File: src/hdl/cfg_pkg.sv
// Register map for one 32-bit host port, 8-bit byte address, word access only, no byte lanes
`default_nettype none

package cfg_pkg;

    // *******************************************************************
    // Host bus and address split
    // *******************************************************************
    localparam int DATA_W     = 32;
    localparam int ADR_W      = 8;
    localparam int IDX_LSB    = 2;                      // Byte offset below the word index
    localparam int REGION_LSB = 5;                      // Bits 7:5 region, 4:2 word
    localparam int REGION_W   = ADR_W - REGION_LSB;
    localparam int IDX_W      = REGION_LSB - IDX_LSB;

    // Field and region sizes
    localparam int ACT_IDX_W  = 15;                     // Input counter limit
    localparam int OUT_IDX_W  = 15;                     // Repetition counts
    localparam int TH_W       = 2;                      // Zero-detect threshold
    localparam int CFG_BITS   = ACT_IDX_W + 2*OUT_IDX_W + TH_W + 2;
    localparam int CFG_WORDS  = 2;
    localparam int CFG_WIDX_W = $clog2(CFG_WORDS);
    localparam int SRAM_N     = 3;                      // Double-buffered SRAMs
    localparam int CODE_W     = 5;                      // Width of one FSM status code
    localparam int STATUS_W   = 3 + 3*CODE_W;           // 3 deadlock flags and 3 codes

    // *******************************************************************
    // Control register bit positions
    // *******************************************************************
    localparam int BIT_START        = 0;
    localparam int BIT_DONE         = 1;                // Clear on write of 1
    localparam int BIT_IDLE         = 2;
    localparam int BIT_READY        = 3;
    localparam int BIT_AUTO_RESTART = 7;
    localparam int BIT_MEM_SWITCH   = 16;
    localparam int BIT_KEEP_LSB     = 17;               // One keep bit per SRAM
    localparam int BIT_SOFT_RST     = 23;

    // Fixed read values
    localparam logic [7:0]        CTRL_TAG      = 8'hAC;
    localparam logic [DATA_W-1:0] BAD_ADDR_DATA = 32'h2BADADD2;

    // Region field of the address
    typedef enum logic [REGION_W-1:0] {
        REGION_SPECIAL = 3'd0,
        REGION_CON     = 3'd1
    } cfg_region_e;

    // Word index inside the special region
    typedef enum logic [IDX_W-1:0] {
        REG_CTRL   = 3'd0,
        REG_GIEN   = 3'd1,
        REG_DIEN   = 3'd2,
        REG_ISTAT  = 3'd3,
        REG_STATUS = 3'd4,
        REG_CYCLES = 3'd5,
        REG_STALLS = 3'd6
    } cfg_reg_e;

endpackage

`default_nettype wire

File: src/hdl/cfg_bus_decode.sv
// Host writes act on the i_wren edge; read data lands one cycle after i_rden and holds
`timescale 1ns/1ps
`default_nettype none

module cfg_bus_decode import cfg_pkg::*; (
    input  wire                   i_clk,
    input  wire                   i_rstn,
    input  wire  [ADR_W-1:0]      i_address,
    input  wire                   i_wren,
    input  wire                   i_rden,
    input  wire  [DATA_W-1:0]     i_ctrl_word,      // Control word with tag
    input  wire                   i_gien,
    input  wire                   i_dien,
    input  wire                   i_istat,
    input  wire  [STATUS_W-1:0]   i_status_word,
    input  wire  [DATA_W-1:0]     i_cycles,
    input  wire  [DATA_W-1:0]     i_stalls,
    input  wire  [DATA_W-1:0]     i_con_word,       // Working word at o_word_idx
    output logic                  o_we_ctrl,
    output logic                  o_we_gien,
    output logic                  o_we_dien,
    output logic                  o_we_istat,
    output logic                  o_we_con,
    output logic [IDX_W-1:0]      o_word_idx,
    output logic [DATA_W-1:0]     o_data_out
);

    cfg_region_e       region;
    cfg_reg_e          reg_idx;
    logic              special_wr;
    logic              con_hit;                     // Index inside the config region
    logic [DATA_W-1:0] rd_data;

    // Address split
    assign region     = cfg_region_e'(i_address[ADR_W-1:REGION_LSB]);
    assign o_word_idx = i_address[REGION_LSB-1:IDX_LSB];
    assign reg_idx    = cfg_reg_e'(o_word_idx);
    assign con_hit    = (region == REGION_CON) && (o_word_idx < IDX_W'(CFG_WORDS));

    // Write strobes, one per write at most
    assign special_wr = i_wren && (region == REGION_SPECIAL);
    assign o_we_ctrl  = special_wr && (reg_idx == REG_CTRL);
    assign o_we_gien  = special_wr && (reg_idx == REG_GIEN);
    assign o_we_dien  = special_wr && (reg_idx == REG_DIEN);
    assign o_we_istat = special_wr && (reg_idx == REG_ISTAT);
    assign o_we_con   = i_wren && con_hit;

    // *******************************************************************
    // Read mux
    // *******************************************************************
    always_comb begin
        rd_data = BAD_ADDR_DATA;                    // Unmapped default
        case (region)
            REGION_SPECIAL: begin
                case (reg_idx)
                    REG_CTRL:   rd_data = i_ctrl_word;
                    REG_GIEN:   rd_data = DATA_W'(i_gien);
                    REG_DIEN:   rd_data = DATA_W'(i_dien);
                    REG_ISTAT:  rd_data = DATA_W'(i_istat);
                    REG_STATUS: rd_data = DATA_W'(i_status_word);   // Upper bits zero
                    REG_CYCLES: rd_data = i_cycles;
                    REG_STALLS: rd_data = i_stalls;
                    default:    rd_data = BAD_ADDR_DATA;
                endcase
            end
            REGION_CON: begin
                if (con_hit) rd_data = i_con_word;
            end
            default: rd_data = BAD_ADDR_DATA;
        endcase
    end

    // Read data register, holds until the next read
    always_ff @(posedge i_clk or negedge i_rstn) begin
        if (!i_rstn) begin
            o_data_out <= '0;
        end else if (i_rden) begin
            o_data_out <= rd_data;
        end
    end

    // Only one target register per bus write
    a_one_strobe: assert property (@(posedge i_clk) disable iff (!i_rstn)
        $onehot0({o_we_ctrl, o_we_gien, o_we_dien, o_we_istat, o_we_con}));

endmodule

`default_nettype wire

File: src/hdl/cfg_ctrl_regs.sv
// Idle and ready simply follow i_done; start is ignored unless ready was high
`timescale 1ns/1ps
`default_nettype none

module cfg_ctrl_regs import cfg_pkg::*; (
    input  wire                   i_clk,
    input  wire                   i_rstn,
    input  wire  [DATA_W-1:0]     i_data_in,
    input  wire  [DATA_W-1:0]     i_wmask,          // Bitwise write enable
    input  wire                   i_we_ctrl,
    input  wire                   i_we_gien,
    input  wire                   i_we_dien,
    input  wire                   i_we_istat,
    input  wire                   i_done,           // Datapath completion level
    input  wire                   i_act_deadlock,
    input  wire                   i_wei_deadlock,
    input  wire                   i_feed_deadlock,
    input  wire  [CODE_W-1:0]     i_ctx_status,
    input  wire  [CODE_W-1:0]     i_feed_status,
    input  wire  [CODE_W-1:0]     i_out_status,
    output logic [DATA_W-1:0]     o_ctrl_word,
    output logic                  o_gien,
    output logic                  o_dien,
    output logic                  o_istat,
    output logic [STATUS_W-1:0]   o_status_word,
    output logic                  o_start_accept,
    output logic                  o_start,
    output logic                  o_mem_switch_edge,
    output logic [SRAM_N-1:0]     o_mem_keep,
    output logic                  o_done_flag,
    output logic                  o_soft_reset,
    output logic                  o_doneintr
);

    logic              start_q, start_prv_q;
    logic              mem_switch_q, mem_switch_prv_q;
    logic              soft_rst_q, soft_rst_prv_q;
    logic              idle_q, idle_prv_q, ready_q;
    logic              auto_restart_q;
    logic              idle_edge;
    logic [SRAM_N-1:0] keep_mask;

    assign keep_mask = i_wmask[BIT_KEEP_LSB +: SRAM_N];
    assign idle_edge = idle_q & ~idle_prv_q;        // Datapath just finished

    // *******************************************************************
    // Control, interrupt and status registers
    // *******************************************************************
    always_ff @(posedge i_clk or negedge i_rstn) begin
        if (!i_rstn) begin
            start_q <= 1'b0;
            start_prv_q <= 1'b0;
            mem_switch_q <= 1'b0;
            mem_switch_prv_q <= 1'b0;
            soft_rst_q <= 1'b0;
            soft_rst_prv_q <= 1'b0;
            idle_q <= 1'b1;
            idle_prv_q <= 1'b1;                     // No done flag out of reset
            ready_q <= 1'b1;
            auto_restart_q <= 1'b0;
            o_mem_keep <= '0;
            o_done_flag <= 1'b0;
            o_gien <= 1'b0;
            o_dien <= 1'b0;
            o_istat <= 1'b0;
            o_status_word <= '0;
        end else begin
            start_prv_q <= start_q;
            mem_switch_prv_q <= mem_switch_q;
            soft_rst_prv_q <= soft_rst_q;
            idle_q <= i_done;
            ready_q <= i_done;
            idle_prv_q <= idle_q;
            o_status_word <= {i_out_status, i_feed_status, i_ctx_status,
                              i_feed_deadlock, i_wei_deadlock, i_act_deadlock};

            // Pulse bits drop back unless written again
            start_q <= 1'b0;
            mem_switch_q <= 1'b0;
            soft_rst_q <= 1'b0;

            if (i_we_ctrl) begin
                if (i_wmask[BIT_START])        start_q <= i_data_in[BIT_START];
                if (i_wmask[BIT_DONE] && i_data_in[BIT_DONE]) o_done_flag <= 1'b0;
                if (i_wmask[BIT_AUTO_RESTART]) auto_restart_q <= i_data_in[BIT_AUTO_RESTART];
                if (i_wmask[BIT_MEM_SWITCH])   mem_switch_q <= i_data_in[BIT_MEM_SWITCH];
                if (i_wmask[BIT_SOFT_RST])     soft_rst_q <= i_data_in[BIT_SOFT_RST];
                o_mem_keep <= (o_mem_keep & ~keep_mask) |
                              (i_data_in[BIT_KEEP_LSB +: SRAM_N] & keep_mask);
            end
            if (i_we_gien && i_wmask[0]) o_gien <= i_data_in[0];
            if (i_we_dien && i_wmask[0]) o_dien <= i_data_in[0];
            if (i_we_istat && i_wmask[0] && i_data_in[0]) o_istat <= 1'b0;  // Clear on write

            // Completion wins over a clear in the same cycle
            if (idle_edge) begin
                o_done_flag <= 1'b1;
                o_istat <= 1'b1;
            end
        end
    end

    // Edge detection, start only counts while ready
    assign o_start_accept    = start_q & ~start_prv_q & ready_q;
    assign o_start           = o_start_accept;
    assign o_mem_switch_edge = mem_switch_q & ~mem_switch_prv_q;
    assign o_soft_reset      = soft_rst_q & ~soft_rst_prv_q;
    assign o_doneintr        = o_istat & o_gien & o_dien;

    // Control word as seen by the host
    always_comb begin
        o_ctrl_word = '0;
        o_ctrl_word[BIT_START] = start_q;
        o_ctrl_word[BIT_DONE] = o_done_flag;
        o_ctrl_word[BIT_IDLE] = idle_q;
        o_ctrl_word[BIT_READY] = ready_q;
        o_ctrl_word[BIT_AUTO_RESTART] = auto_restart_q;
        o_ctrl_word[BIT_MEM_SWITCH] = mem_switch_q;
        o_ctrl_word[BIT_KEEP_LSB +: SRAM_N] = o_mem_keep;
        o_ctrl_word[BIT_SOFT_RST] = soft_rst_q;
        o_ctrl_word[DATA_W-1 -: 8] = CTRL_TAG;      // Block identification
    end

    // A single start write never yields a two-cycle start
    a_start_pulse: assert property (@(posedge i_clk) disable iff (!i_rstn)
        o_start |=> !o_start);

endmodule

`default_nettype wire

File: src/hdl/cfg_perf_counters.sv
// Counters wrap silently at 2**32; they are meaningful only after the done flag
`timescale 1ns/1ps
`default_nettype none

module cfg_perf_counters import cfg_pkg::*; (
    input  wire               i_clk,
    input  wire               i_rstn,
    input  wire               i_start_accept,
    input  wire               i_done_flag,
    input  wire               i_pipeline_en,    // Low means hard stall
    input  wire               i_pop_en,         // Low means soft stall
    output logic [DATA_W-1:0] o_cycles,
    output logic [DATA_W-1:0] o_stalls
);

    logic count_en_q;
    logic done_prv_q;
    logic done_edge;

    assign done_edge = i_done_flag & ~done_prv_q;

    always_ff @(posedge i_clk or negedge i_rstn) begin
        if (!i_rstn) begin
            count_en_q <= 1'b0;
            done_prv_q <= 1'b0;
            o_cycles <= '0;
            o_stalls <= '0;
        end else begin
            done_prv_q <= i_done_flag;
            if (i_start_accept) begin               // New layer, restart from zero
                count_en_q <= 1'b1;
                o_cycles <= '0;
                o_stalls <= '0;
            end else begin
                if (done_edge) count_en_q <= 1'b0;  // Values are kept for the host
                if (count_en_q) begin
                    o_cycles <= o_cycles + 1'b1;
                    if (!i_pipeline_en || !i_pop_en) o_stalls <= o_stalls + 1'b1;
                end
            end
        end
    end

endmodule

`default_nettype wire

File: src/hdl/cfg_sram_select.sv
// A start and a memory switch in the same cycle toggle a select only once
`timescale 1ns/1ps
`default_nettype none

module cfg_sram_select import cfg_pkg::*; (
    input  wire               i_clk,
    input  wire               i_rstn,
    input  wire               i_start_accept,
    input  wire               i_mem_switch_edge,
    input  wire  [SRAM_N-1:0] i_mem_keep,       // Set bit freezes that SRAM
    output logic [SRAM_N-1:0] o_sram_select
);

    logic swap;

    assign swap = i_start_accept | i_mem_switch_edge;

    // Ping-pong buffer select, one bit per SRAM
    always_ff @(posedge i_clk or negedge i_rstn) begin
        if (!i_rstn) begin
            o_sram_select <= '0;
        end else if (swap) begin
            o_sram_select <= o_sram_select ^ ~i_mem_keep;
        end
    end

endmodule

`default_nettype wire

File: src/hdl/cfg_shadow_regs.sv
// Only the low CFG_BITS of the working words reach the datapath; higher bits are scratch
`timescale 1ns/1ps
`default_nettype none

module cfg_shadow_regs import cfg_pkg::*; (
    input  wire                    i_clk,
    input  wire                    i_rstn,
    input  wire  [DATA_W-1:0]      i_data_in,
    input  wire  [DATA_W-1:0]      i_wmask,
    input  wire                    i_we_con,        // Index already range checked
    input  wire  [IDX_W-1:0]       i_word_idx,
    input  wire                    i_start_accept,
    output logic [DATA_W-1:0]      o_con_word,      // Working word for read-back
    output logic [ACT_IDX_W-1:0]   o_incntlim,
    output logic [OUT_IDX_W-1:0]   o_act_reps,
    output logic [OUT_IDX_W-1:0]   o_wei_reps,
    output logic [TH_W-1:0]        o_thres,
    output logic                   o_sram_deepsleep,
    output logic                   o_sram_powergate
);

    logic [CFG_WORDS-1:0][DATA_W-1:0] work_q;      // Host-side copy
    logic [CFG_WORDS*DATA_W-1:0]      work_flat;
    logic [CFG_BITS-1:0]              shadow_q;    // Copy seen by the datapath
    logic [CFG_WIDX_W-1:0]            widx;

    assign widx      = i_word_idx[CFG_WIDX_W-1:0];
    assign work_flat = work_q;

    // *******************************************************************
    // Working copy and start-time shadow copy
    // *******************************************************************
    always_ff @(posedge i_clk or negedge i_rstn) begin
        if (!i_rstn) begin
            work_q <= '0;
            shadow_q <= '0;
        end else begin
            if (i_we_con) begin
                work_q[widx] <= (work_q[widx] & ~i_wmask) | (i_data_in & i_wmask);
            end
            if (i_start_accept) shadow_q <= work_flat[CFG_BITS-1:0];
        end
    end

    assign o_con_word = work_q[widx];

    // Field unpack, bit 0 upward
    assign {o_sram_powergate, o_sram_deepsleep, o_thres,
            o_wei_reps, o_act_reps, o_incntlim} = shadow_q;

endmodule

`default_nettype wire

File: src/hdl/cfg_regs_top.sv
// Configuration outputs change only on an accepted start; host may rewrite them meanwhile
`timescale 1ns/1ps
`default_nettype none

module cfg_regs_top import cfg_pkg::*; (
    input  wire                   i_clk,
    input  wire                   i_rstn,
    input  wire  [ADR_W-1:0]      i_address,
    input  wire  [DATA_W-1:0]     i_data_in,
    input  wire  [DATA_W-1:0]     i_wmask,
    input  wire                   i_wren,
    input  wire                   i_rden,
    input  wire                   i_done,
    input  wire                   i_act_deadlock,
    input  wire                   i_wei_deadlock,
    input  wire                   i_feed_deadlock,
    input  wire  [CODE_W-1:0]     i_ctx_status,
    input  wire  [CODE_W-1:0]     i_feed_status,
    input  wire  [CODE_W-1:0]     i_out_status,
    input  wire                   i_pipeline_en,
    input  wire                   i_pop_en,
    output logic [DATA_W-1:0]     o_data_out,
    output logic                  o_start,
    output logic                  o_soft_reset,
    output logic                  o_doneintr,
    output logic [SRAM_N-1:0]     o_sram_select,
    output logic [ACT_IDX_W-1:0]  o_incntlim,
    output logic [OUT_IDX_W-1:0]  o_act_reps,
    output logic [OUT_IDX_W-1:0]  o_wei_reps,
    output logic [TH_W-1:0]       o_thres,
    output logic                  o_sram_deepsleep,
    output logic                  o_sram_powergate
);

    // Write strobes
    logic we_ctrl, we_gien, we_dien, we_istat, we_con;
    logic [IDX_W-1:0] word_idx;

    // Read-back values
    logic [DATA_W-1:0]   ctrl_word, cycles, stalls, con_word;
    logic [STATUS_W-1:0] status_word;
    logic                gien, dien, istat;

    // Control events
    logic              start_accept, mem_switch_edge, done_flag;
    logic [SRAM_N-1:0] mem_keep;

    cfg_bus_decode u_decode (
        .i_clk, .i_rstn, .i_address, .i_wren, .i_rden,
        .i_ctrl_word(ctrl_word), .i_gien(gien), .i_dien(dien), .i_istat(istat),
        .i_status_word(status_word), .i_cycles(cycles), .i_stalls(stalls),
        .i_con_word(con_word),
        .o_we_ctrl(we_ctrl), .o_we_gien(we_gien), .o_we_dien(we_dien),
        .o_we_istat(we_istat), .o_we_con(we_con), .o_word_idx(word_idx),
        .o_data_out
    );

    cfg_ctrl_regs u_ctrl (
        .i_clk, .i_rstn, .i_data_in, .i_wmask,
        .i_we_ctrl(we_ctrl), .i_we_gien(we_gien), .i_we_dien(we_dien),
        .i_we_istat(we_istat), .i_done,
        .i_act_deadlock, .i_wei_deadlock, .i_feed_deadlock,
        .i_ctx_status, .i_feed_status, .i_out_status,
        .o_ctrl_word(ctrl_word), .o_gien(gien), .o_dien(dien), .o_istat(istat),
        .o_status_word(status_word), .o_start_accept(start_accept), .o_start,
        .o_mem_switch_edge(mem_switch_edge), .o_mem_keep(mem_keep),
        .o_done_flag(done_flag), .o_soft_reset, .o_doneintr
    );

    cfg_perf_counters u_perf (
        .i_clk, .i_rstn, .i_start_accept(start_accept), .i_done_flag(done_flag),
        .i_pipeline_en, .i_pop_en, .o_cycles(cycles), .o_stalls(stalls)
    );

    cfg_sram_select u_sram_sel (
        .i_clk, .i_rstn, .i_start_accept(start_accept),
        .i_mem_switch_edge(mem_switch_edge), .i_mem_keep(mem_keep), .o_sram_select
    );

    cfg_shadow_regs u_shadow (
        .i_clk, .i_rstn, .i_data_in, .i_wmask, .i_we_con(we_con),
        .i_word_idx(word_idx), .i_start_accept(start_accept), .o_con_word(con_word),
        .o_incntlim, .o_act_reps, .o_wei_reps, .o_thres,
        .o_sram_deepsleep, .o_sram_powergate
    );

endmodule

`default_nettype wire

File: config.mk
export PLATFORM = sky130hd
export DESIGN_NAME = cfg_regs_top
export DESIGN_NICKNAME = d
export VERILOG_FILES = /design/src/hdl/cfg_pkg.sv /design/src/hdl/cfg_bus_decode.sv /design/src/hdl/cfg_ctrl_regs.sv /design/src/hdl/cfg_perf_counters.sv /design/src/hdl/cfg_sram_select.sv /design/src/hdl/cfg_shadow_regs.sv /design/src/hdl/cfg_regs_top.sv
export SDC_FILE = /design/constraint.sdc
export NUM_CORES = 1
export LEC_CHECK = 0
export BUFFER_PORTS_ARGS = -buffer_cell sky130_fd_sc_hd__buf_2
export CELL_PAD_IN_SITES_DETAIL_PLACEMENT = 0
export CELL_PAD_IN_SITES_GLOBAL_PLACEMENT = 1
export CORE_ASPECT_RATIO = 2
export CORE_MARGIN = 2
export CORE_UTILIZATION = 40
export CTS_CLUSTER_SIZE = 24
export DETAILED_ROUTE_END_ITERATION = 8
export PLACE_DENSITY = 0.8
export REMOVE_ABC_BUFFERS = 1
export SETUP_SLACK_MARGIN = 0.5
export SKIP_LAST_GASP = 1
export SLEW_MARGIN = 20
export SYNTH_ARGS = -nofsm -noshare
export SYNTH_HDL_FRONTEND = slang
export SYNTH_SLANG_ARGS = --single-unit
export TNS_END_PERCENT = 20
File: constraint.sdc
create_clock -name i_clk -period 1.85 [get_ports i_clk]
set_clock_uncertainty 0.2 [all_clocks]
set_input_delay 0.185 -clock i_clk [delete_from_list [all_inputs] [get_ports i_clk]]
set_output_delay 0.185 -clock i_clk [all_outputs]
set_load 0.02 [all_outputs]
==> key figures <==
Setup path
  – Reg2reg setup slack: -0.09 ns
  – R2r endpoint: u_perf.o_cycles[24]
  – Critical Path AT: between 2 and 2.5 ns
  – Setup crit end kind: flop
  – WP data required: around 2.1 ns
  – Worst r2r path cells: 6
  – FF-to-FF Start: u_perf.o_cycles[1]
  – Max Fanout on Critical Path: 14
  – CP Launch Type: flop
  – CP Class: flop to flop

Layout
  – Number of fill cells in the layout: roughly 2500
  – N_diodes: 0
  – Multi-input gate area: 0.00546 sq mm
  – Layout cells sized above 1: 36.5%
  – Post-route insts no fill: 1888
  – Area delta synth->final: 41.3%
  – Most frequent cells in the layout: nand2_1 (258), dfrtp_1 (243), buf_2 (179)
  – Most common cell after layout, fill and taps aside: nand2_1
  – FF+latch area: ~0.0062 sq mm
  – Final instance area: between 0.015 and 0.02 sq mm
  – Final #Nets: 1612

STA
  – Unrepaired setup endpoints after global routing: true
  – Max-slew violation count: 0
  – Fin worst setup slack: -0.0859 ns
  – Worst hold slack: -0.0760 ns
  – Period utilization: 105%
  – Final Setup Violations: 30
  – Sum Neg Setup Slack: -1.24 ns
  – Hold Fails Final Rpt: 30
  – Maximum clock frequency: a little over 0.5 GHz
  – Relative slew slack: roughly 72%
  – Tmin final: about 1.9 ns
  – Worst-Margin Slew: 0.427 ns

Clock tree
  – Worst-path clk slew: roughly 0.070 ns
  – Skew-Pair Late Insertion Delay: ~0.53 ns
  – Hold buffers post-CTS: 85
  – # H-tree levels: 1
  – Clock Path Buffers: 3
  – TritonCTS Buffers: 23
  – CTS Root Cell: clkbuf_16
  – Clock sink total: between 200 and 250
  – CTS tree: yes

Drt
  – Remaining antenna violation count after routing: 0
  – Pre-antenna DRT Iters: 5
  – Vias per inst: between 5 and 6
  – DRT Wirelength: between 30000 and 40000 um
  – Starting DRT DRC Count: between 600 and 700
  – # DRC: 0
  – DR vias: 10400
  – DR WL/cell: a little over 20 um

Power and ir drop
  – Clock network fraction of design power: approximately 39%
  – Part of the power in registers: 49.6%
  – Combinational Power Share: 11.5%
  – Pleak: approximately 0.0080 uW
  – P per Cell Area: 711 mW/mm^2
  – Final Power: ~12000 uW
  – P_sw: approximately 3000 uW
  – P_int: between 8000 and 9000 uW
  – Worst vdd ir: between 0.5 and 0.6 mV
  – Sw frac: around a quarter

GRT
  – Vias in the first global route: 10800
  – Initial antenna violation count: 0
  – GRT overflow: 0
  – Largest net degree at the start of global routing: 61
  – First-pass GRT wire length: between 50000 and 60000 um
  – Total Routing Usage GR: 24.1%

Yosys
  – Post-Syn Instances: between 1000 and 1500
  – Most used flip-flop cell after synthesis: dfrtp_1
  – Post-synthesis cell area: 0.0117 sq mm
  – Cell variety after synth: between 70 and 80
  – Sequential area share after synthesis: a little over half
  – Asr flop ratio synth: between 90% and 100%
  – Syn. warnings: 0
  – Syn_area_per_cell: approximately 10 sq um
  – Post-synth EDFFs: 0
  – Synth Register Bits: between 200 and 250

Floorplanning
  – Vert. Die Dim: roughly 250 um
  – Die X: 125 um
  – Initial Util: 40.5%
  – Core area: 0.0288 sq mm
  – Site Rows: around 90
  – Area of the die: around 0.03 sq mm
  – Top Ports: about 180

Run
  – Max-cap viol count: 0

Outcome
  – Status: complete, but fails checks
  – Failing checks: negative hold slack, negative setup slack

Placed design
  – Final GP Congestion: approximately 0.87
  – Buffers on Ports: between 150 and 200
  – Placed cells: 1722
  – Post-DP Area: 0.0139 sq mm
  – Dpl ws: -0.146 ns
  – Dpl hpwl: 25700 um

Hold path
  – Min-delay worst type: primary input to async pin
==> registers in the layout (all words and copies together), names as in the netlist, 3 cells and up, named ones only <==
name	cells
u_perf.o_cycles	32
u_perf.o_stalls	32
u_sram_sel.o_sram_select	3
u_decode.o_data_out	32
u_shadow.work_flat	64
u_ctrl.o_status_word	18
u_shadow.shadow_q	49
==> critical path, stage by stage (launching register included) <==
cell and delay [ns]:
dfrtp_1 0.39, ha_2 0.19, and4_1 0.20, nand4_1 0.11
buf_6 0.18, or4_4 0.43, a21oi_2 0.15
==> logic make-up after synthesis <==
| kind of cell | after synthesis | synth area share, % |
|---|---|---|
| AO/OA/AOI/OAI | 198 | 12.1 |
| buffers and inverters | 84 | 3.42 |
| XOR/XNOR | 24 | 1.80 |
| flip-flops | 248 | 53.1 |
| AND/OR/NAND/NOR | 438 | 18.0 |
| adder cells (fa/ha/maj) | 2 | 0.214 |
| multiplexers | 120 | 11.4 |
==> how the worst max path moves through the flow <==
stage,start,end
final,u_perf.o_cycles[1],u_perf.o_cycles[24]
after detailed placement,u_ctrl.idle_q,u_perf.o_stalls[12]
after floorplan,u_ctrl.idle_q,u_perf.o_stalls[24]
after CTS,u_ctrl.idle_q,o_start
after global placement,u_ctrl.idle_q,u_perf.o_stalls[12]
after global routing,u_perf.o_cycles[1],u_perf.o_cycles[24]
==> synth_stat cells (4+ instances only) <==
cell type	number	area share, %
nand2_1	265	8.5
dfrtp_1	246	53
mux2_2	78	7.5
a21oi_1	52	2.2
nor2_1	32	1.0
clkbuf_1	30	0.96
o2bb2ai_1	29	2.2
mux2i_1	27	2.3
o21ai_0	26	1.1
o31ai_1	26	1.7
buf_2	25	1.1
nand3_1	24	1.0
and3_1	19	1.0
or4_1	19	1.2
xor2_1	18	1.3
a22o_1	14	1.0
mux2_1	14	1.3
and4_1	13	0.97
nand4_1	13	0.70
or3_1	12	0.64
inv_1	11	0.35
nor2b_1	11	0.59
a211oi_1	10	0.64
a32oi_1	8	0.60
buf_4	7	0.45
and2_1	6	0.32
o221ai_1	6	0.45
xnor2_1	6	0.45
buf_1	5	0.16
a22oi_1	4	0.26
nor3_1	4	0.17
==> power by group through the flow <==
stage / sequential (uW) / clock (uW) / combinational [uW]
5_1_grt: 5860 / 4870 / 1460
6_report: 5830 / 4570 / 1350
4_1_cts: 5820 / 4660 / 1300
3_3_place_gp: 5910 / 0 / 1120
2_1_floorplan: 5960 / 0 / 396
3_5_place_dp: 5930 / 0 / 1140
==> area by class of cell <==
cell class              instances  area share [%]
clock buffers                  34            3.98
clock inverters                 6           0.220
inverters                      12           0.348
multi-input cells             785            33.0
flip-flops and latches        248            37.6
well taps                     360            2.73
repair buffers                443            22.1
==> timing repair <==
action                                  in CTS  in global routing
pin swaps                                   20                 30
endpoints found under the hold margin      351                 30
gates resized for setup                     59                 87
buffers inserted                            16                 14
cloned                                       7                  4
endpoints found under the setup margin     235                299
==> routing by layer <==
| metal | vias to the layer above | share of wire, % | global-route usage [%] |
|---|---|---|---|
| met5 | - | 0 | 0 |
| met4 | 0 | 4.8 | 11.0 |
| met3 | 87 | 3.5 | 2.33 |
| met2 | 274 | 56 | 46.8 |
| met1 | 5225 | 36 | 26.1 |
| li1 | 4768 | - | - |
==> through the flow <==
step	util (%)	hold WS, ns
after floorplan	-	-0.311
after global placement	48.1	-0.118
after detailed placement	48.1	-0.109
after CTS	55.6	-0.0652
after global routing	57.3	-0.0541
final	57.3	-0.0760
(Power assumes the default switching activity.)
